### config.mk
export PLATFORM = sky130hd
export DESIGN_NAME = evb_entry_top
export DESIGN_NICKNAME = d
export VERILOG_FILES = /design/src/logic/evb_pkg.sv /design/src/logic/evb_entry_top.sv /design/src/logic/evb_msg_encode.sv /design/src/logic/evb_line_buffer.sv /design/src/logic/evb_beat_counter.sv /design/src/logic/evb_fsm.sv
export VERILOG_INCLUDE_DIRS = /design/src /design/src/logic
export SDC_FILE = /design/constraint.sdc
export NUM_CORES = 1
export LEC_CHECK = 0
export ABC_CLOCK_PERIOD_IN_PS = 4000
export BUFFER_PORTS_ARGS = -buffer_cell sky130_fd_sc_hd__buf_2
export CAP_MARGIN = 20
export CORE_AREA = 10 10 229 231
export CTS_BUF_LIST = sky130_fd_sc_hd__clkbuf_8
export DETAILED_ROUTE_END_ITERATION = 16
export DIE_AREA = 0 0 239 241
export GPL_TIMING_DRIVEN = 0
export MAX_ROUTING_LAYER = met4
export PLACE_DENSITY = 0.78
export REMOVE_ABC_BUFFERS = 1
export SYNTH_ARGS = -nofsm -noshare
export SYNTH_HDL_FRONTEND = slang
export SYNTH_SLANG_ARGS = --single-unit
export TNS_END_PERCENT = 10
### constraint.sdc
create_clock -name dcu_clk -period 4 [get_ports dcu_clk]
set_clock_uncertainty 0.1 [all_clocks]
set_input_delay 0.6 -clock dcu_clk [delete_from_list [all_inputs] [get_ports dcu_clk]]
set_output_delay 0.6 -clock dcu_clk [all_outputs]
set_load 0.02 [all_outputs]
### src/logic/evb_consts.svh
// geometry is fixed to a 32 KB, 4-way cache with 64-byte lines and 128-bit beats.
`ifndef EVB_CONSTS_SVH
`define EVB_CONSTS_SVH

// physical address width.
`define EVB_PALEN 32

// one cache array beat.
`define EVB_DATA_W 128

// beats per 64-byte line.
`define EVB_BEATS 4

// set index, 128 sets of 4 ways.
`define EVB_IDX_LSB 6
`define EVB_IDX_MSB 12

// c-channel source id width.
`define EVB_SOURCE_W 2

`endif
### src/logic/evb_pkg.sv
// types for one eviction buffer entry; func and probe codes are one-hot and never checked.
`include "evb_consts.svh"

package evb_pkg;

    typedef logic [`EVB_PALEN-1:0] evb_addr_t;

    typedef logic [3:0] evb_way_t; // one-hot.

    // line state bits.
    typedef logic [3:0] evb_line_state_t;
    localparam int unsigned S_BIT = 0;
    localparam int unsigned E_BIT = 1;
    localparam int unsigned M_BIT = 2;
    localparam int unsigned L_BIT = 3;

    // wb, wbinval, inval, cctl, acctl, probe from bit 0 up.
    typedef logic [5:0] evb_func_t;

    // ton, tob, tot, probe-block from bit 0 up.
    typedef logic [3:0] evb_probe_t;

    typedef logic [$clog2(`EVB_BEATS)-1:0] evb_beat_t;

    typedef logic [`EVB_DATA_W-1:0] evb_data_t;

    typedef logic [2:0] evb_opcode_t;

    typedef logic [2:0] evb_param_t;

    typedef logic [2:0] evb_mesi_t;

    typedef logic [`EVB_SOURCE_W-1:0] evb_source_t;

    typedef enum logic [2:0] {
        INVALID,
        SPECULATIVE,
        COMMITTED,
        RELEASE,
        INFLIGHT,
        KILLED
    } evb_fsm_e;

endpackage

### src/logic/evb_entry_top.sv
// one eviction buffer entry; d_ready is always high and ack data must come one cycle after grant.
`timescale 1ns/1ps
`include "evb_consts.svh"

module evb_entry_top (
    input  logic                     dcu_clk,
    input  logic                     dcu_reset_n,
    input  logic                     enq_valid,
    input  logic                     enq_spec,
    input  evb_pkg::evb_addr_t       enq_addr,
    input  evb_pkg::evb_way_t        enq_way,
    input  evb_pkg::evb_line_state_t enq_state,
    input  evb_pkg::evb_func_t       enq_func,
    input  evb_pkg::evb_probe_t      probe_func,
    input  evb_pkg::evb_source_t     enq_source,
    input  logic                     mrg_valid,
    input  logic                     cmt_valid,
    input  logic                     cmt_kill,
    input  evb_pkg::evb_addr_t       cmp_addr,
    input  logic                     req_ready,
    input  logic                     ack_valid,
    input  evb_pkg::evb_data_t       ack_rdata,
    input  logic                     c_ready,
    input  logic                     d_valid,
    input  logic                     d_error,
    output logic                     valid,
    output logic                     cmp_hit,
    output logic                     cmp_speculative,
    output evb_pkg::evb_way_t        cmp_cft,
    output logic                     req_valid,
    output evb_pkg::evb_addr_t       req_addr,
    output evb_pkg::evb_way_t        req_way,
    output evb_pkg::evb_mesi_t       req_mesi,
    output logic                     req_lock,
    output logic                     req_data,
    output logic                     req_last,
    output logic                     c_valid,
    output evb_pkg::evb_opcode_t     c_opcode,
    output evb_pkg::evb_param_t      c_param,
    output evb_pkg::evb_addr_t       c_addr,
    output evb_pkg::evb_data_t       c_data,
    output evb_pkg::evb_source_t     c_source,
    output logic                     c_last,
    output logic                     d_ready,
    output logic                     bus_fault
);

    import evb_pkg::*;

    evb_fsm_e        fsm_state;
    evb_addr_t       addr;
    evb_way_t        way;
    evb_func_t       func;
    evb_line_state_t line_state;
    evb_beat_t       req_beat;
    evb_beat_t       wr_beat;
    evb_beat_t       rd_beat;
    logic            init_en;
    logic            func_en;
    logic            state_en;
    logic            dequeue;
    logic            release_probe_done;
    logic            probe_nodata;
    logic            req_last_raw;
    logic            c_last_raw;
    logic            req_beat_last;
    logic            wr_beat_last;
    logic            rd_beat_last;
    logic            req_grant;
    logic            c_grant;
    logic            ack_wr;
    logic            same_tag;
    logic            same_index;

    always_ff @(posedge dcu_clk) begin
        if (init_en) begin
            addr <= enq_addr;
            way  <= enq_way;
        end
    end

    always_ff @(posedge dcu_clk or negedge dcu_reset_n) begin
        if (!dcu_reset_n) begin
            bus_fault <= 1'b0;
        end else begin
            bus_fault <= d_valid & d_ready & d_error;
        end
    end

    assign valid           = (fsm_state != INVALID);
    assign cmp_speculative = (fsm_state == SPECULATIVE);
    assign same_tag   = (cmp_addr[`EVB_PALEN-1:`EVB_IDX_MSB+1] == addr[`EVB_PALEN-1:`EVB_IDX_MSB+1]);
    assign same_index = (cmp_addr[`EVB_IDX_MSB:`EVB_IDX_LSB] == addr[`EVB_IDX_MSB:`EVB_IDX_LSB]);
    assign cmp_hit    = valid & same_tag & same_index;
    assign cmp_cft    = {4{valid & same_index}} & (way | {4{~line_state[S_BIT]}}); // owned blocks all.

    assign req_valid = (fsm_state == COMMITTED);
    assign req_grant = req_valid & req_ready;
    assign req_addr  = {addr[`EVB_PALEN-1:`EVB_IDX_LSB], req_beat, 4'd0};
    assign req_way   = way;
    assign req_last  = req_beat_last | req_last_raw;

    assign ack_wr = ack_valid & req_data;

    assign c_valid = (fsm_state == RELEASE);
    assign c_grant = c_valid & c_ready;
    assign c_addr  = {addr[`EVB_PALEN-1:`EVB_IDX_LSB], {`EVB_IDX_LSB{1'b0}}};
    assign c_last  = rd_beat_last | c_last_raw;
    assign d_ready = 1'b1;

    assign probe_nodata       = func[5] & req_last_raw;
    assign release_probe_done = dequeue & c_valid & func[5];
    assign state_en           = func_en | release_probe_done;

    evb_fsm u_fsm (
        .dcu_clk(dcu_clk), .dcu_reset_n(dcu_reset_n),
        .enq_valid(enq_valid), .enq_spec(enq_spec), .mrg_valid(mrg_valid),
        .cmt_valid(cmt_valid), .cmt_kill(cmt_kill), .line_shared(line_state[S_BIT]),
        .func_probe(func[5]), .probe_nodata(probe_nodata),
        .req_ready(req_ready), .req_last(req_last), .c_ready(c_ready), .c_last(c_last),
        .d_valid(d_valid), .fsm_state(fsm_state), .init_en(init_en), .func_en(func_en),
        .dequeue(dequeue)
    );

    evb_beat_counter req_cnt (
        .dcu_clk(dcu_clk), .dcu_reset_n(dcu_reset_n), .clear(init_en),
        .step(req_grant), .beat(req_beat), .last(req_beat_last)
    );

    evb_beat_counter wr_cnt (
        .dcu_clk(dcu_clk), .dcu_reset_n(dcu_reset_n), .clear(init_en),
        .step(ack_wr), .beat(wr_beat), .last(wr_beat_last)
    );

    evb_beat_counter rd_cnt (
        .dcu_clk(dcu_clk), .dcu_reset_n(dcu_reset_n), .clear(init_en),
        .step(c_grant), .beat(rd_beat), .last(rd_beat_last)
    );

    evb_line_buffer u_line_buffer (
        .dcu_clk(dcu_clk), .wr_en(ack_wr), .wr_beat(wr_beat), .wr_data(ack_rdata),
        .rd_beat(rd_beat), .rd_data(c_data)
    );

    evb_msg_encode u_msg_encode (
        .dcu_clk(dcu_clk), .func_en(func_en), .state_en(state_en),
        .release_probe_done(release_probe_done), .enq_func(enq_func),
        .probe_func(probe_func), .enq_state(enq_state), .enq_source(enq_source),
        .func(func), .line_state(line_state), .req_mesi(req_mesi), .req_lock(req_lock),
        .req_data(req_data), .req_last_raw(req_last_raw), .c_opcode(c_opcode),
        .c_param(c_param), .c_source(c_source), .c_last_raw(c_last_raw)
    );

    // last beat lands one cycle after the final grant, so the line is complete in RELEASE.
    a_last_ack_in_release: assert property (
        @(posedge dcu_clk) disable iff (!dcu_reset_n)
        (ack_wr && wr_beat_last) |-> (fsm_state == RELEASE)
    );

endmodule

### src/logic/evb_msg_encode.sv
// job and line state registers; func and probe_func are trusted to be one-hot.
`timescale 1ns/1ps

module evb_msg_encode (
    input  logic                     dcu_clk,
    input  logic                     func_en,
    input  logic                     state_en,
    input  logic                     release_probe_done,
    input  evb_pkg::evb_func_t       enq_func,
    input  evb_pkg::evb_probe_t      probe_func,
    input  evb_pkg::evb_line_state_t enq_state,
    input  evb_pkg::evb_source_t     enq_source,
    output evb_pkg::evb_func_t       func,
    output evb_pkg::evb_line_state_t line_state,
    output evb_pkg::evb_mesi_t       req_mesi,
    output logic                     req_lock,
    output logic                     req_data,
    output logic                     req_last_raw,
    output evb_pkg::evb_opcode_t     c_opcode,
    output evb_pkg::evb_param_t      c_param,
    output evb_pkg::evb_source_t     c_source,
    output logic                     c_last_raw
);

    import evb_pkg::*;

    evb_probe_t      probefn;
    evb_line_state_t cap_state;
    evb_line_state_t state_nx;
    evb_param_t      param_rel;
    evb_param_t      param_probe;
    logic            fn_wb;
    logic            fn_wbinval;
    logic            fn_inval;
    logic            fn_probe;
    logic            pf_ton;
    logic            pf_tob;
    logic            pf_tot;
    logic            pf_block;
    logic            st_s;
    logic            st_e;
    logic            st_m;
    logic            no_data;

    always_ff @(posedge dcu_clk) begin
        if (func_en) begin
            func     <= enq_func;
            probefn  <= probe_func;
            c_source <= enq_source;
        end
    end

    always_ff @(posedge dcu_clk) begin
        if (state_en) begin
            line_state <= state_nx;
        end
    end

    assign fn_wb      = func[0];
    assign fn_wbinval = func[1];
    assign fn_inval   = func[2];
    assign fn_probe   = func[5];
    assign pf_ton     = probefn[0];
    assign pf_tob     = probefn[1];
    assign pf_tot     = probefn[2];
    assign pf_block   = probefn[3];
    assign st_s       = line_state[S_BIT];
    assign st_e       = line_state[E_BIT];
    assign st_m       = line_state[M_BIT];

    // state left behind by a probe.
    assign cap_state[M_BIT] = 1'b0;
    assign cap_state[E_BIT] = st_e & pf_tot;
    assign cap_state[S_BIT] = st_s & (pf_tot | pf_tob);
    assign cap_state[L_BIT] = line_state[L_BIT];
    assign state_nx = release_probe_done ? cap_state : enq_state;

    assign req_mesi = fn_probe ? {1'b0, pf_tot & st_e, pf_tob | pf_tot} : {1'b0, fn_wb, fn_wb};
    assign req_lock = line_state[L_BIT] & (fn_probe ? (pf_tob | pf_tot) : fn_wb);
    assign req_data = st_m & ~fn_inval;

    // single request and single beat.
    assign no_data      = fn_inval | ~st_m | (fn_probe & ~pf_block);
    assign req_last_raw = no_data;
    assign c_last_raw   = no_data;

    assign c_opcode = ({3{fn_inval}} & 3'd6) |
                      ({3{fn_wb | fn_wbinval}} & (st_m ? 3'd7 : 3'd6)) |
                      ({3{fn_probe}} & ((pf_block & st_m) ? 3'd5 : 3'd4));

    assign param_rel   = st_e ? 3'd1 : 3'd2;
    assign param_probe = ({3{pf_tot}} & (st_e ? 3'd3 : st_s ? 3'd4 : 3'd5)) |
                         ({3{pf_tob}} & (st_e ? 3'd0 : st_s ? 3'd4 : 3'd5)) |
                         ({3{pf_ton}} & (st_e ? 3'd1 : st_s ? 3'd2 : 3'd5));

    assign c_param = ({3{fn_inval | fn_wbinval}} & param_rel) |
                     ({3{fn_wb}} & 3'd3) |
                     ({3{fn_probe}} & param_probe);

endmodule

### src/logic/evb_line_buffer.sv
// holds one line; a beat read before its write returns stale data.
`timescale 1ns/1ps
`include "evb_consts.svh"

module evb_line_buffer (
    input  logic               dcu_clk,
    input  logic               wr_en,
    input  evb_pkg::evb_beat_t wr_beat,
    input  evb_pkg::evb_data_t wr_data,
    input  evb_pkg::evb_beat_t rd_beat,
    output evb_pkg::evb_data_t rd_data
);

    import evb_pkg::*;

    evb_data_t mem [`EVB_BEATS];

    // cache array return.
    always_ff @(posedge dcu_clk) begin
        if (wr_en) begin
            mem[wr_beat] <= wr_data;
        end
    end

    assign rd_data = mem[rd_beat]; // feeds c_data directly.

endmodule

### src/logic/evb_beat_counter.sv
// wraps after the last beat of a line; clear and step must never come in the same cycle.
`timescale 1ns/1ps
`include "evb_consts.svh"

module evb_beat_counter (
    input  logic               dcu_clk,
    input  logic               dcu_reset_n,
    input  logic               clear,
    input  logic               step,
    output evb_pkg::evb_beat_t beat,
    output logic               last
);

    import evb_pkg::*;

    always_ff @(posedge dcu_clk or negedge dcu_reset_n) begin
        if (!dcu_reset_n) begin
            beat <= '0;
        end else if (clear) begin
            beat <= '0;
        end else if (step) begin
            beat <= beat + 1'b1; // wraps at line end.
        end
    end

    assign last = (beat == evb_beat_t'(`EVB_BEATS - 1));

    // a new job arrives only on an idle entry.
    a_no_clear_step: assert property (
        @(posedge dcu_clk) disable iff (!dcu_reset_n)
        !(clear && step)
    );

endmodule

### src/logic/evb_fsm.sv
// entry life cycle; a probe returns to INVALID right after its C message, never to SPECULATIVE.
`timescale 1ns/1ps

module evb_fsm (
    input  logic               dcu_clk,
    input  logic               dcu_reset_n,
    input  logic               enq_valid,
    input  logic               enq_spec,
    input  logic               mrg_valid,
    input  logic               cmt_valid,
    input  logic               cmt_kill,
    input  logic               line_shared,
    input  logic               func_probe,
    input  logic               probe_nodata,
    input  logic               req_ready,
    input  logic               req_last,
    input  logic               c_ready,
    input  logic               c_last,
    input  logic               d_valid,
    output evb_pkg::evb_fsm_e  fsm_state,
    output logic               init_en,
    output logic               func_en,
    output logic               dequeue
);

    import evb_pkg::*;

    evb_fsm_e fsm_ns;
    logic     c_done;

    assign c_done = (fsm_state == RELEASE) & c_ready & c_last;

    always_ff @(posedge dcu_clk or negedge dcu_reset_n) begin
        if (!dcu_reset_n) begin
            fsm_state <= INVALID;
        end else begin
            fsm_state <= fsm_ns;
        end
    end

    always_comb begin
        fsm_ns = fsm_state;
        case (fsm_state)
            INVALID: begin
                if (enq_valid) begin
                    if (!enq_spec) begin
                        fsm_ns = COMMITTED;
                    end else if (!cmt_valid) begin
                        fsm_ns = SPECULATIVE; // wait for the commit.
                    end else if (cmt_kill) begin
                        fsm_ns = KILLED;
                    end else begin
                        fsm_ns = COMMITTED;
                    end
                end
            end
            SPECULATIVE: begin
                if (mrg_valid) begin
                    fsm_ns = COMMITTED; // merge confirms.
                end else if (cmt_valid) begin
                    if (cmt_kill || !line_shared) begin
                        fsm_ns = KILLED;
                    end else begin
                        fsm_ns = COMMITTED;
                    end
                end
            end
            COMMITTED: begin
                // no-data probes leave on the first request.
                if (req_ready && (probe_nodata || req_last)) begin
                    fsm_ns = RELEASE;
                end
            end
            RELEASE: begin
                if (c_done) begin
                    fsm_ns = INFLIGHT;
                end
            end
            INFLIGHT: begin
                // probes need no grant.
                if (func_probe || d_valid) begin
                    fsm_ns = INVALID;
                end
            end
            KILLED: begin
                fsm_ns = INVALID;
            end
            default: begin
                fsm_ns = INVALID;
            end
        endcase
    end

    assign init_en = enq_valid & (fsm_state == INVALID);
    assign func_en = init_en | (mrg_valid & (fsm_state == SPECULATIVE));
    assign dequeue = c_done | (fsm_state == KILLED);

    a_state_legal: assert property (
        @(posedge dcu_clk) disable iff (!dcu_reset_n)
        !$isunknown(fsm_state) &&
        (fsm_state inside {INVALID, SPECULATIVE, COMMITTED, RELEASE, INFLIGHT, KILLED})
    );

    // the queue only picks a free entry.
    a_enq_idle: assert property (
        @(posedge dcu_clk) disable iff (!dcu_reset_n)
        enq_valid |-> (fsm_state == INVALID)
    );

endmodule

==> impl_metrics.tcl <==
set metrics [dict create \
    status "finished clean" \
    wl_mm 50.63 \
    period_needed_ns 3.529 \
    clk_pin_slew_worst_paths_ns 0.06 \
    viasPerCell 5.113 \
    slowest_stage "dfrtp_4" \
    clk_path_buf_depth 3 \
    rsz0062_at_grt "no" \
    hp-class "input port to flip-flop" \
    cts-root-buf "clkbuf_8" \
    required_ns 3.30 \
    grt_overflow 0 \
    wl_per_cell_um 22.70 \
    synth_edf_count 556 \
    yosysWarnings 0 \
    power_leakage_nw 9.784 \
    dr.pass1.iters 5 \
    async_flop_share_pct 1.767 \
    io_buffers 419 \
    drtAntennaViolNets 0 \
    ios 446 \
    crit_top_cell "buf_16" \
    cts_made_buffers 90 \
    wl_met1_mm 19.51 \
    p_per_area_nw_per_um2 583.3 \
    finalHoldViolCount 0 \
    vias 11400 \
    grt_pass1_vias 12580 \
    endpoint_kind "output pin" \
    r2r-start "u_fsm.fsm_state[2]$_DFFE_PN0P_" \
    drv_slew 0 \
    crit_arrival_ns 2.83 \
    wl_met2_mm 25.83 \
    worstPathMaxFanout 41 \
    utilization_pct 57.64 \
    setup_viol 0 \
    h-tree-depth 3 \
    yosysSeqAreaShare_pct 79.48 \
    synth_top_area_cell "edfxtp_1" \
    yosysUniqueCellTypes 49 \
    syn_to_final_growth_pct 28.54 \
    wl_met3_mm 3.812 \
    start_kind "flip-flop" \
    numClockSinks 566 \
    critPathKind "flip-flop to output pin" \
    path_cells "buf_16, buf_16, mux4_2, buf_2" \
    ys_top_cells_by_area "edfxtp_1, mux4_2, buf_4" \
    grt_pass1_wl_mm 76.06 \
    grt_usage_pct 17.98 \
    synth.top_cell.area_share_pct 78.31 \
    max_stage_delay_ns 0.66 \
    routabilityCongestion 0.8825 \
    final_cell_count_no_fill 2230 \
    dieArea_um2 57600 \
    antenna_found_initial 4 \
    ir_worst_vdd_v 0.0004212 \
    netlist_area_um2 21320 \
    syn_avg_cell_area_um2 23.33 \
    drt-initial-drc-count 838 \
    cts_tree "done" \
    nNetsFinal 1764 \
    clk_latency_ns 0.66 \
    ctsResizeCount 0 \
    rows 80 \
    hold_start "ack_rdata[89]" \
    placedCellCount 1900 \
    initial_core_util_pct 44.84 \
    worstMarginPinSlew_ns 0.8684 \
    core_area_um2 47550 \
    dp_hpwl_mm 32.42 \
    drive_gt1_share_pct 42.81 \
    maxCapViolations 0 \
    fin_crit_sh_pct 88.21 \
    drc 0 \
    synth_flop_cell "edfxtp_1" \
    synthCells 914 \
    fmax_ghz 0.2834 \
    top_layer "met4" \
    maxSlewHeadroom_pct 42.10 \
    timing.critical_path.from "rd_cnt.beat[0]$_DFFE_PN0P_" \
    fp.dieH_um 241 \
    die_w_um 239 \
    grt_max_degree 57 \
    yosys_register_bits 566 \
]
-- synth_stat cells, drive strengths merged (3+ instances only) --
| master | n |
|---|---|
| a21o | 3 |
| a21oi | 9 |
| and2 | 5 |
| and3 | 4 |
| buf | 67 |
| clkbuf | 4 |
| dfrtp | 10 |
| edfxtp | 556 |
| ha | 6 |
| inv | 17 |
| mux2i | 3 |
| mux4 | 128 |
| nand2 | 9 |
| nand2b | 6 |
| nand3 | 5 |
| nor2 | 7 |
| nor2b | 5 |
| nor3 | 5 |
| nor4 | 5 |
| o21ai | 5 |
| o31ai | 3 |
| or3 | 3 |
| xnor2 | 5 |
| xor2 | 23 |
-- cell families after synthesis --
logic type	Yosys count	share of synthesized area [%]
muxes	131	13.66
DFF	566	79.48
AOI/OAI and AO/OA	32	1.074
other	2	0.03522
buffers and inverters	88	2.582
xor gates and xnor gates	28	1.150
adders and majority gates	6	0.3521
and+or+nand+nor	61	1.661
-- worst max-delay path, delay by kind of cell, from the launching register on --
family / cells / cell delay [ns]
flops: 1 / 0.66
buf+inv: 3 / 0.85
mux: 1 / 0.59
-- where the power goes --
group / leakage, nW / total, mW / internal, mW / switching (mW)
clock: 0.949 / 4.58 / 2.37 / 2.21
sequential: 5.16 / 7.31 / 7.02 / 0.281
combinational: 3.68 / 4.10 / 1.71 / 2.39
-- cell type report --
| class | count | area [um^2] |
|---|---|---|
| timing repair buffer | 589 | 4026 |
| fill | 3389 | 20140 |
| tap | 615 | 769.5 |
| antenna | 8 | 20.02 |
| sequential | 566 | 16950 |
| multi-input combinational | 270 | 3882 |
| clock buffer | 93 | 1280 |
| clock inverter | 72 | 409.1 |
| inverter | 17 | 63.81 |
-- sequential cells by signal (all words and copies together) (netlist names) --
name and count:
u_msg_encode.probefn 4, wr_cnt.beat 2, u_msg_encode.func 4, u_msg_encode.line_state 4, bus_fault 1, u_msg_encode.c_source 2
u_line_buffer.mem 512, u_fsm.fsm_state 3, req_cnt.beat 2, addr 26, rd_cnt.beat 2, req_way 4
-- metrics by stage --
| stage | hold WS (ns) | total power [mW] | setup TNS [ns] | area [um^2] | worst slack [ns] |
|---|---|---|---|---|---|
| 2_1_floorplan | 0.2044 | 10.09 | -579.01 | 20870 | -2.417 |
| 3_3_place_gp | 0.3775 | 12.06 | -2153.52 | 23740 | -4.927 |
| 3_5_place_dp | 0.3788 | 11.44 | 0 | 24120 | 1.078 |
| 4_1_cts | 0.00007605 | 16.19 | 0 | 27390 | 0.3273 |
| 5_1_grt | 0.01622 | 16.72 | 0 | 27400 | 0.2202 |
| 6_report | 0.07198 | 15.99 | 0 | 27410 | 0.4715 |
-- cells in the final DEF, fill, tap and decap left out, types with 2 or more instances in the layout --
master,Yosys,final
nand2_1,9,9
xnor2_1,5,5
nor3_1,4,4
and3b_1,2,2
nand3_1,5,5
clkinv_2,0,12
bufinv_16,0,3
and2_1,5,4
nand4_1,2,2
o21ai_0,5,5
mux2i_1,3,3
o31ai_2,2,2
inv_6,0,4
nor4_1,5,5
a21o_1,3,3
dfrtp_4,0,2
clkinv_8,0,2
buf_16,0,13
edfxtp_1,556,556
nor2_1,7,7
nor2b_1,4,4
a21oi_1,9,9
xor2_1,23,23
buf_2,13,419
o211ai_1,2,2
clkbuf_8,0,93
dlygate4sd3_1,0,157
inv_1,17,38
conb_1,2,12
diode_2,0,8
mux4_2,128,128
nand2b_1,5,5
ha_1,6,6
or3_1,3,3
clkinv_1,0,30
dfrtp_1,10,8
and3_4,0,4
-- layer usage --
layer	global-route usage (%)	up-vias
met3	5.315	105
li1	-	5029
met4	6.425	0
met2	29.06	521
met1	21.28	5746
met5	-	-
-- final timing paths --
check,end,slack [ns],cells after the start
max in group asynchronous,rd_cnt.beat[0]$_DFFE_PN0P_,3.26,2
worst min-delay path,u_line_buffer.mem[3][89]$_DFFE_PP_,0.07,1
min in group asynchronous,req_cnt.beat[0]$_DFFE_PN0P_,0.31,2
worst max-delay path,c_data[92],0.47,4
worst min register to register,req_cnt.beat[1]$_DFFE_PN0P_,0.43,1
worst max register to register,u_msg_encode.line_state[0]$_DFFE_PP_,1.21,4
-- repair_timing --
item,in CTS,in global routing
hold endpoints to repair,491,0
buffers inserted,0,0
hold buffers,157,0
Note: power is estimated with default switching activity, not from simulation.
